<file path="config.mk">
export PLATFORM = sky130hd
export DESIGN_NAME = write_buffer_top
export DESIGN_NICKNAME = d
export VERILOG_FILES = /design/src/bus_pkg.sv /design/src/wbuf_pkg.sv /design/src/write_queue.sv /design/src/bus_arbiter.sv /design/src/wbuf_control.sv /design/src/write_buffer_top.sv
export SDC_FILE = /design/constraint.sdc
export NUM_CORES = 1
export LEC_CHECK = 0
export CORE_AREA = 2 2 231 233
export CTS_CLUSTER_DIAMETER = 80
export DETAILED_ROUTE_END_ITERATION = 7
export DIE_AREA = 0 0 233 235
export DONT_BUFFER_PORTS = 1
export GPL_TIMING_DRIVEN = 0
export SETUP_SLACK_MARGIN = 0.3
export SLEW_MARGIN = 20
export SYNTH_ARGS = -nofsm -noshare
export SYNTH_HDL_FRONTEND = slang
export SYNTH_HIERARCHICAL = 1
export SYNTH_SLANG_ARGS = --single-unit
</file>
<file path="constraint.sdc">
create_clock -name i_clock -period 10.15 [get_ports i_clock]
set_input_delay 0.5075 -clock i_clock [delete_from_list [all_inputs] [get_ports i_clock]]
set_output_delay 0.5075 -clock i_clock [all_outputs]
set_load 0.02 [all_outputs]
</file>
<file path="src/bus_pkg.sv">
// Bus-side types shared by the write buffer and its bus
// Address, data and byte mask words, plus the bus command struct

package bus_pkg;

	// Byte address on the memory bus
	typedef logic [31:0] address_t;

	// One bus data word
	typedef logic [31:0] data_t;

	// Byte write mask, bit n enables byte n of the data word
	typedef logic [3:0] wmask_t;

	// Everything the bus master presents with a request
	// rw is high for a write and low for a read
	typedef struct packed {
		logic rw;
		address_t address;
		data_t data;
		wmask_t wmask;
	} bus_cmd_t;

endpackage

</file>
<file path="src/wbuf_pkg.sv">
// Buffer-internal types of the posted-write buffer
// Queue entry struct, request route enum and the two FSM state enums

package wbuf_pkg;

	import bus_pkg::*;

	// A posted write waiting in the queue
	typedef struct packed {
		address_t address;
		data_t data;
		wmask_t wmask;
	} wq_entry_t;

	// Path taken by a CPU request in the current cycle
	typedef enum logic [1:0] {
		ROUTE_NONE,
		ROUTE_POSTED,
		ROUTE_DIRECT
	} route_t;

	// Control FSM
	typedef enum logic {
		ST_IDLE,
		ST_DIRECT
	} ctrl_state_t;

	// Bus arbiter FSM, one locked state per port
	typedef enum logic [1:0] {
		ARB_IDLE,
		ARB_PORT_A,
		ARB_PORT_B
	} arb_state_t;

endpackage

</file>
<file path="src/write_queue.sv">
// First-word-fall-through register queue of posted writes
// Circular array with read/write pointers and an occupancy count

`timescale 1ns/1ps

module write_queue import wbuf_pkg::*; #(
	parameter int DEPTH = 8
) (
	input logic i_clock,
	input logic i_reset,
	input logic i_push,
	input wq_entry_t i_entry,
	input logic i_pop,
	output wq_entry_t o_head,
	output logic o_empty,
	output logic o_full
);

	localparam int PTR_W = $clog2(DEPTH);
	localparam int CNT_W = $clog2(DEPTH + 1);

	typedef logic [PTR_W-1:0] ptr_t;
	typedef logic [CNT_W-1:0] count_t;

	wq_entry_t slots [DEPTH];
	ptr_t rd_ptr;
	ptr_t wr_ptr;
	count_t count;
	logic do_push;
	logic do_pop;

	// Guard against overflow and underflow
	assign do_push = i_push && !o_full;
	assign do_pop = i_pop && !o_empty;

	assign o_empty = (count == '0);
	assign o_full = (count == count_t'(DEPTH));

	// Head is valid whenever the queue is not empty
	assign o_head = slots[rd_ptr];

	// Entry storage
	always_ff @(posedge i_clock) begin
		if (do_push) begin
			slots[wr_ptr] <= i_entry;
		end
	end

	// Pointers wrap explicitly so DEPTH need not be a power of two
	always_ff @(posedge i_clock) begin
		if (i_reset) begin
			rd_ptr <= '0;
			wr_ptr <= '0;
			count <= '0;
		end else begin
			if (do_push) begin
				wr_ptr <= (wr_ptr == ptr_t'(DEPTH - 1)) ? '0 : wr_ptr + 1'b1;
			end
			if (do_pop) begin
				rd_ptr <= (rd_ptr == ptr_t'(DEPTH - 1)) ? '0 : rd_ptr + 1'b1;
			end
			// Push and pop together leave the count alone
			if (do_push && !do_pop) begin
				count <= count + 1'b1;
			end else if (do_pop && !do_push) begin
				count <= count - 1'b1;
			end
		end
	end

endmodule

</file>
<file path="src/bus_arbiter.sv">
// Two-port bus arbiter with a per-transaction lock
// Port B (queue drain) wins over port A (direct path) from idle

`timescale 1ns/1ps

module bus_arbiter import bus_pkg::*, wbuf_pkg::*; (
	input logic i_clock,
	input logic i_reset,

	// Port A, direct reads and uncached writes
	input logic i_a_request,
	input bus_cmd_t i_a_cmd,
	output logic o_a_ready,
	output data_t o_a_rdata,

	// Port B, drain of posted writes
	input logic i_b_request,
	input bus_cmd_t i_b_cmd,
	output logic o_b_ready,

	// Memory bus
	output logic o_bus_request,
	output bus_cmd_t o_bus_cmd,
	input logic i_bus_ready,
	input data_t i_bus_rdata
);

	arb_state_t state;
	arb_state_t state_next;
	logic sel_a;
	logic sel_b;

	// Port selection, combinational from idle so a grant costs no cycle
	always_comb begin
		sel_a = 1'b0;
		sel_b = 1'b0;
		case (state)
			ARB_IDLE: begin
				if (i_b_request) begin
					sel_b = 1'b1;
				end else if (i_a_request) begin
					sel_a = 1'b1;
				end
			end
			ARB_PORT_A: sel_a = 1'b1;
			ARB_PORT_B: sel_b = 1'b1;
			default: begin
				sel_a = 1'b0;
				sel_b = 1'b0;
			end
		endcase
	end

	// Bus mux
	assign o_bus_request = (sel_a && i_a_request) || (sel_b && i_b_request);
	assign o_bus_cmd = sel_a ? i_a_cmd : i_b_cmd;

	// Ready goes back only to the owner
	assign o_a_ready = sel_a && i_bus_ready;
	assign o_b_ready = sel_b && i_bus_ready;
	assign o_a_rdata = i_bus_rdata;

	// Lock onto the chosen port until the bus acknowledges
	always_comb begin
		state_next = state;
		case (state)
			ARB_IDLE: begin
				if (sel_b && !i_bus_ready) begin
					state_next = ARB_PORT_B;
				end else if (sel_a && !i_bus_ready) begin
					state_next = ARB_PORT_A;
				end
			end
			ARB_PORT_A, ARB_PORT_B: begin
				if (i_bus_ready) begin
					state_next = ARB_IDLE;
				end
			end
			default: state_next = ARB_IDLE;
		endcase
	end

	always_ff @(posedge i_clock) begin
		if (i_reset) begin
			state <= ARB_IDLE;
		end else begin
			state <= state_next;
		end
	end

endmodule

</file>
<file path="src/wbuf_control.sv">
// Control of the posted-write buffer
// Routes CPU requests to the queue or the direct bus port,
// and forms the drain command from the queue head

`timescale 1ns/1ps

module wbuf_control import bus_pkg::*, wbuf_pkg::*; #(
	parameter int DEPTH = 8
) (
	input logic i_clock,
	input logic i_reset,

	// CPU side
	input logic i_request,
	input logic i_rw,
	input logic i_cached,
	input address_t i_address,
	input data_t i_wdata,
	input wmask_t i_wmask,
	output logic o_ready,
	output data_t o_rdata,
	output logic o_empty,
	output logic o_full,

	// Queue side
	output logic o_push,
	output wq_entry_t o_entry,
	input wq_entry_t i_q_head,
	input logic i_q_empty,
	input logic i_q_full,
	output logic o_pop,

	// Arbiter side
	output logic o_a_request,
	output bus_cmd_t o_a_cmd,
	input logic i_a_ready,
	input data_t i_a_rdata,
	output logic o_b_request,
	output bus_cmd_t o_b_cmd,
	input logic i_b_ready
);

	ctrl_state_t state;
	ctrl_state_t state_next;
	route_t route;

	// Queue depth must allow at least two entries
	if (DEPTH < 2) begin : g_depth_check
		$error("wbuf_control: DEPTH must be 2 or more");
	end

	// Request classification
	always_comb begin
		route = ROUTE_NONE;
		if (state == ST_DIRECT) begin
			// Stay on the direct path until the bus answers
			route = ROUTE_DIRECT;
		end else if (i_request) begin
			if (i_rw && i_cached) begin
				if (!i_q_full) begin
					route = ROUTE_POSTED;
				end
			end else if (i_q_empty) begin
				// Reads and uncached writes only once all posted writes are out
				route = ROUTE_DIRECT;
			end
		end
	end

	// Posted path into the queue
	assign o_push = (route == ROUTE_POSTED);
	assign o_entry = '{address: i_address, data: i_wdata, wmask: i_wmask};

	// Direct path through arbiter port A
	assign o_a_request = (route == ROUTE_DIRECT);
	assign o_a_cmd = '{rw: i_rw, address: i_address, data: i_wdata, wmask: i_wmask};

	// Cached writes are readied at once, direct ones on the bus ready
	always_comb begin
		case (route)
			ROUTE_POSTED: o_ready = 1'b1;
			ROUTE_DIRECT: o_ready = i_a_ready;
			default: o_ready = 1'b0;
		endcase
	end

	assign o_rdata = i_a_rdata;
	assign o_empty = i_q_empty;
	assign o_full = i_q_full;

	// Drain, one queue entry per bus write
	assign o_b_request = !i_q_empty;
	assign o_b_cmd = '{
		rw: 1'b1,
		address: i_q_head.address,
		data: i_q_head.data,
		wmask: i_q_head.wmask
	};
	// Pop on acknowledge so an empty queue means nothing outstanding
	assign o_pop = i_b_ready;

	always_comb begin
		state_next = state;
		case (state)
			ST_IDLE: begin
				if (route == ROUTE_DIRECT && !i_a_ready) begin
					state_next = ST_DIRECT;
				end
			end
			ST_DIRECT: begin
				if (i_a_ready) begin
					state_next = ST_IDLE;
				end
			end
			default: state_next = ST_IDLE;
		endcase
	end

	always_ff @(posedge i_clock) begin
		if (i_reset) begin
			state <= ST_IDLE;
		end else begin
			state <= state_next;
		end
	end

endmodule

</file>
<file path="src/write_buffer_top.sv">
// Posted-write buffer between a CPU load/store port and a memory bus
// Connects the control, the write queue and the bus arbiter

`timescale 1ns/1ps

module write_buffer_top import bus_pkg::*, wbuf_pkg::*; #(
	parameter int DEPTH = 8
) (
	input logic i_clock,
	input logic i_reset,

	// CPU side
	input logic i_request,
	input logic i_rw,
	input logic i_cached,
	input address_t i_address,
	input data_t i_wdata,
	input wmask_t i_wmask,
	output logic o_ready,
	output data_t o_rdata,
	output logic o_empty,
	output logic o_full,

	// Memory bus
	output logic o_bus_request,
	output bus_cmd_t o_bus_cmd,
	input logic i_bus_ready,
	input data_t i_bus_rdata
);

	logic q_push;
	wq_entry_t q_entry;
	wq_entry_t q_head;
	logic q_empty;
	logic q_full;
	logic q_pop;

	logic a_request;
	bus_cmd_t a_cmd;
	logic a_ready;
	data_t a_rdata;
	logic b_request;
	bus_cmd_t b_cmd;
	logic b_ready;

	wbuf_control #(
		.DEPTH(DEPTH)
	) u_control (
		.i_clock(i_clock),
		.i_reset(i_reset),
		.i_request(i_request),
		.i_rw(i_rw),
		.i_cached(i_cached),
		.i_address(i_address),
		.i_wdata(i_wdata),
		.i_wmask(i_wmask),
		.o_ready(o_ready),
		.o_rdata(o_rdata),
		.o_empty(o_empty),
		.o_full(o_full),
		.o_push(q_push),
		.o_entry(q_entry),
		.i_q_head(q_head),
		.i_q_empty(q_empty),
		.i_q_full(q_full),
		.o_pop(q_pop),
		.o_a_request(a_request),
		.o_a_cmd(a_cmd),
		.i_a_ready(a_ready),
		.i_a_rdata(a_rdata),
		.o_b_request(b_request),
		.o_b_cmd(b_cmd),
		.i_b_ready(b_ready)
	);

	write_queue #(
		.DEPTH(DEPTH)
	) u_queue (
		.i_clock(i_clock),
		.i_reset(i_reset),
		.i_push(q_push),
		.i_entry(q_entry),
		.i_pop(q_pop),
		.o_head(q_head),
		.o_empty(q_empty),
		.o_full(q_full)
	);

	bus_arbiter u_arbiter (
		.i_clock(i_clock),
		.i_reset(i_reset),
		.i_a_request(a_request),
		.i_a_cmd(a_cmd),
		.o_a_ready(a_ready),
		.o_a_rdata(a_rdata),
		.i_b_request(b_request),
		.i_b_cmd(b_cmd),
		.o_b_ready(b_ready),
		.o_bus_request(o_bus_request),
		.o_bus_cmd(o_bus_cmd),
		.i_bus_ready(i_bus_ready),
		.i_bus_rdata(i_bus_rdata)
	);

endmodule

</file>
[Word level (Yosys, flattened, before mapping)]
Memory sizes are Yosys's and may differ from the RTL's. A register that Yosys moved wholly into a read port is not among the register bits.
Cells that the tools add are included.
Operators by class
  multiplexer cells: 27
  reduce and logical (&&, ||, !) cells: 24
  bitwise logic cells: 1
  equality and inequality tests: 9
  add/subtract/negate cells: 4
Operators with widths (count)
  $mux 69: 1
  $mux 2: 7
  $logic_and 1x1->1: 12
  $mux 3: 4
  $mux 1: 8
  $mux 4: 2
  $pmux 1 s2: 4
  $add 3x1->3 const B: 2
  $eq 3x3->1 const B: 2
  $logic_not 1->1: 6
  $add 4x1->4 const B: 1
  $eq 2x1->1 const B: 2
  $eq 2x2->1 const B: 2
  $eq 4x4->1 const B: 1
  $logic_not 4->1: 1
  $pmux 2 s2: 1
  $sub 4x1->4 const B: 1
  $ne 3x1->1 const B: 1
  $logic_not 2->1: 1
  $ne 2x2->1 const B: 1
  $reduce_and 2->1: 1
  $reduce_bool 2->1: 1
  $reduce_or 2->1: 1
  $logic_or 1x1->1: 1
  $not 1->1: 1
Storage, ports and cells
  output and inout port bits: 105
  RAM bits: 544
  word-level logic and storage cells: 71
  register bits: 13
  memories kept: 1
  bits of input ports: 106
Memory list
  u_queue.slots: depth 8, width 68, read ports 1, clocked after memory_dff 1, wr ports 1, RTL line write_queue.sv:25  | wq_entry_t slots [DEPTH];

[Depth between registers and ports, before layout]
  depth in word-level cells: 14
  depth in mapped cells: 14
  gate-level depth less buffers: 13

[Modules after synthesis]
The synthesis kept the hierarchy.
Modules (own cells, without submodules)
  write_queue: seq. area each 16595.9 um^2, area an instance 21045.2 um^2, cells an instance 862, times used 1
  wbuf_control: seq. area each 20.0 um^2, area an instance 1919.3 um^2, cells an instance 255, times used 1
  bus_arbiter: seq. area each 40.0 um^2, area an instance 1366.3 um^2, cells an instance 137, times used 1

[Worst setup path after synthesis]
OpenSTA, ideal clock, no wires.
  kind: flip-flop to flip-flop
  start: register u_queue.count[0]
  end: memory u_queue/slots[0][0] (netlist bit), enable pin
  path buffers: 1
  library setup time: 0.662 ns
  data arrival time: 7.927 ns
  stages on the path, launching flop included: 8
  slack: 1.562 ns
  data required time: 9.488 ns
  clock period less this slack: 8.588 ns
  path through: dfxtp_1 > nor3_1 > and2_1 > nor4b_1 > ha_1 > a21bo_1 > clkbuf_1 > nor4_1
Between the ends
  cells in the longest elaborated chain, start to end: 9
  elaborated cells on any way between the ends: 12
  those cells by class: eq/ne: 2; mux: 7; reduce/logical: 3
Ends and longest elaborated chain
  from (decl): RTL line write_queue.sv:28  | count_t count;
  from (signal assigned): RTL line write_queue.sv:64  | count <= count + 1'b1;
  from (signal assigned): RTL line write_queue.sv:66  | count <= count - 1'b1;
  $eq 4x4->1: RTL line write_queue.sv:37  | assign o_full = (count == count_t'(DEPTH));
  via q_full: RTL line write_buffer_top.sv:35  | logic q_full;
  $mux 1: RTL line wbuf_control.sv:60  | if (!i_q_full) begin
  $mux 2: RTL line wbuf_control.sv:59  | if (i_rw && i_cached) begin
  $mux 2: RTL line wbuf_control.sv:58  | end else if (i_request) begin
  $mux 2: RTL line wbuf_control.sv:55  | if (state == ST_DIRECT) begin
  $eq 2x1->1: RTL line wbuf_control.sv:71  | assign o_push = (route == ROUTE_POSTED);
  via q_push: RTL line write_buffer_top.sv:31  | logic q_push;
  $logic_and 1x1->1: RTL line write_queue.sv:33  | assign do_push = i_push && !o_full;
  $mux 1: RTL line write_queue.sv:44  | if (do_push) begin
  $mux 1 (not written as such): RTL line write_queue.sv:45  | slots[wr_ptr] <= i_entry;
  to (decl): RTL line write_queue.sv:25
The timed path passes the listed nets, and every way through them passes these cells.

==> metrics.cfg <==
[final_layout]
nFillCells = 4082
area_growth_pct = 14.2
drive_gt1_share_pct = 51.9
seq_area_sq_um = 16700
fin_nets = 1503
final_util_pct = 53.2
layout_common_cells = 544 x edfxtp_1, 309 x buf_4, 138 x mux2_2
diodes = 0
multi_input_area_sq_um = 5350
mostFrequentLayoutCell = edfxtp_1

[worst_hold_path]
worstHoldPathType = in2reg
hold_start = i_address[30]
min_to = u_queue/slots[2][66]$_DFFE_PP_
holdPathStages = 1

[critical_path]
r2r-end = u_queue/count[3]$_SDFFE_PP0P_
setup.worst_path.end_class = output port
required_ps = 9640
crit_type = reg2out
reg2reg_from = u_queue/count[1]$_SDFFE_PP0P_
critical_path.slowest_cell = a21oi_4
cp-start-kind = flop
slowest_delay_ps = 670
worstPathCellList = nor3_1 -> and2_1 -> or4b_1 -> ha_1 -> nor2b_2 -> a21oi_4 -> buf_6 -> mux2_2
reg2reg_depth = 13
cp_top_family = simple AND/OR/NAND/NOR gates
crit_path_max_fanout = 10
cp_num_buf_inv = 1
arrival_ps = 3740
r2r_slack_ps = 6350

[detailed_routing]
route.detailed.drc = 0
dr.pass1.iters = 4
via_count = 11116
drt-vias-per-instance = 5.25
antenna_left = 0
first_iter_violations = 823
wl_per_cell_um = 22.8
routed_wirelength_mm = 48.2

[clock_network]
cts_tree = done
clkTransAtPathRegs_ps = 60
clock-sinks = 560
postCtsSetupRepairBufs = 0
ctsLongestPathBuffers = 3
numCtsBuffers = 56
cts-root-buf = clkbuf_16
clock_latency_ps = 590
htreeDepth = 2

[sta]
finalClockSkew_ps = 15.6
post-route-min-period_ps = 4250
hold_violations = 0
min_period_over_period_pct = 41.8
rsz0062_at_grt = no
clock.fmax_mhz = 236
finalHoldWorstSlack_ps = 141
slew_violations = 0
relSlewSlack_pct = 35.5
setup_violations = 0
tightest_slew_ps = 960

[synthesis]
yosys.area_share.simple_pct = 1.09
ys_warn_count = 6
synth_cell_types = 46
ys_ff_latch = 560
synth_top_family_by_area = multiplexers
ys_async_sr_fraction_pct = 0
ys_seq_area_share_pct = 68.5
postSynthAreaPerCell_sq_um = 19.4
syn_inst = 1254
synthMuxAreaShare_pct = 19.1
synth_xor_area_share_pct = 0.0720
synth-edff-count = 544
synth_nets = 1374
synth_compound_area_share_pct = 0.756
synth_ff_type = edfxtp_1
synth_fa_ha_area_share_pct = 0.751
netlist_area_sq_um = 24300

[place]
io_buffer_count = 0
gp_congestion = 0.693
dpl.hpwl_mm = 32.2

[global_route]
track_usage_pct = 17.8
grt_pass1_vias = 11447
antenna_found_initial = 1
grt_pass1_wl_mm = 72.1
overflow = 0
grt_start_max_net_pins = 20

[floorplanning]
ios = 211
initial_core_util_pct = 46.6
fp-row-count = 84
core-area_sq_um = 52200
die_width_um = 233
die_h_um = 235
die-area_sq_um = 54800

[run]
drv_cap = 0

[outcome]
status = completed

[power_and_ir_drop]
p_leak_uw = 0.00937
ir_worst_vdd_mv = 0.243
power_density_nw_per_um2 = 217

-- sequential cells by signal (all words and copies together), names as in the netlist, named ones only --
signal           count
u_control/state      1
u_queue/wr_ptr       3
u_arbiter/state      2
u_queue/count        4
u_queue/slots      544
u_queue/rd_ptr       3
-- synth_stat cells (5+ instances only) --
cell,count,area (sq um)
a21oi_1,8,40.0
buf_4,273,2050
nand2_1,7,26.3
buf_2,17,85.1
inv_1,6,22.5
ha_1,13,163
clkbuf_1,15,56.3
nor2_1,15,56.3
edfxtp_1,544,16300
nor2b_1,5,31.3
mux4_2,136,3060
mux2_2,138,1550
buf_6,12,135
nor3_1,7,35.0
dfxtp_1,16,320
-- how the worst max path moves through the flow --
| stage | start | endpoint | slack, ps | cells after the start |
|---|---|---|---|---|
| after floorplan | u_queue/count[0]$_SDFFE_PP0P_ | u_queue/slots[0][0]$_DFFE_PP_ | 1560 | 7 |
| after global placement | u_queue/count[0]$_SDFFE_PP0P_ | u_queue/slots[0][33]$_DFFE_PP_ | -5930 | 7 |
| after detailed placement | u_queue/count[1]$_SDFFE_PP0P_ | u_queue/count[3]$_SDFFE_PP0P_ | 6340 | 13 |
| after CTS | u_queue/count[0]$_SDFFE_PP0P_ | o_bus_cmd[3] | 5770 | 8 |
| after global routing | u_queue/count[1]$_SDFFE_PP0P_ | o_bus_cmd[3] | 5690 | 8 |
| final | u_queue/count[0]$_SDFFE_PP0P_ | o_bus_cmd[0] | 5900 | 8 |
-- metrics by stage --
step | setup slack, ps | power [uW] | TNS (ps) | cells | cell area (sq um)
after floorplan | 1560 | 3870 | 0 | 1254 | 24300
after global placement | -5930 | 4130 | -991020 | 1942 | 25200
after detailed placement | 6340 | 4140 | 0 | 2012 | 26000
after CTS | 5770 | 6130 | 0 | 2116 | 27800
after global routing | 5690 | 6290 | 0 | 2116 | 27800
final | 5900 | 6040 | 0 | 2116 | 27800
-- layout make-up --
cell class	instances	area share [%]
Inverter	6	0.0811
Timing Repair Buffer	71	2.78
Tap cell	688	3.10
Buffer	321	8.47
Sequential cell	560	59.9
Clock buffer	72	5.41
Clock inverter	31	0.964
Multi-Input combinational cell	367	19.3
-- routing by layer --
layer	GRT usage (%)	up-vias	share of wire, %
li1	-	4939	-
met1	25.8	5849	46
met2	28.1	264	48
met3	3.26	62	4.7
met4	4.52	2	2.0
met5	0	-	0.027
-- report_power, final --
group	internal, uW	total [uW]	switching (uW)
Sequential	2580	2600	22.1
Combinational	659	1460	800
Clock	1150	1980	838
Total	4380	6040	1660
-- repair_timing --
item	in CTS	in global routing
gates resized for setup	0	0
hold buffers	1	0
hold endpoints to repair	1	0
-- cell families after synthesis --
| logic type | after synthesis |
|---|---|
| mux | 277 |
| xor+xnor | 2 |
| fa+ha+maj | 14 |
| simple gates | 50 |
| other cells | 1 |
| buf+inv | 327 |
| compound gates | 23 |
| flops | 560 |
No activity file was read; power rests on OpenSTA's default activity.
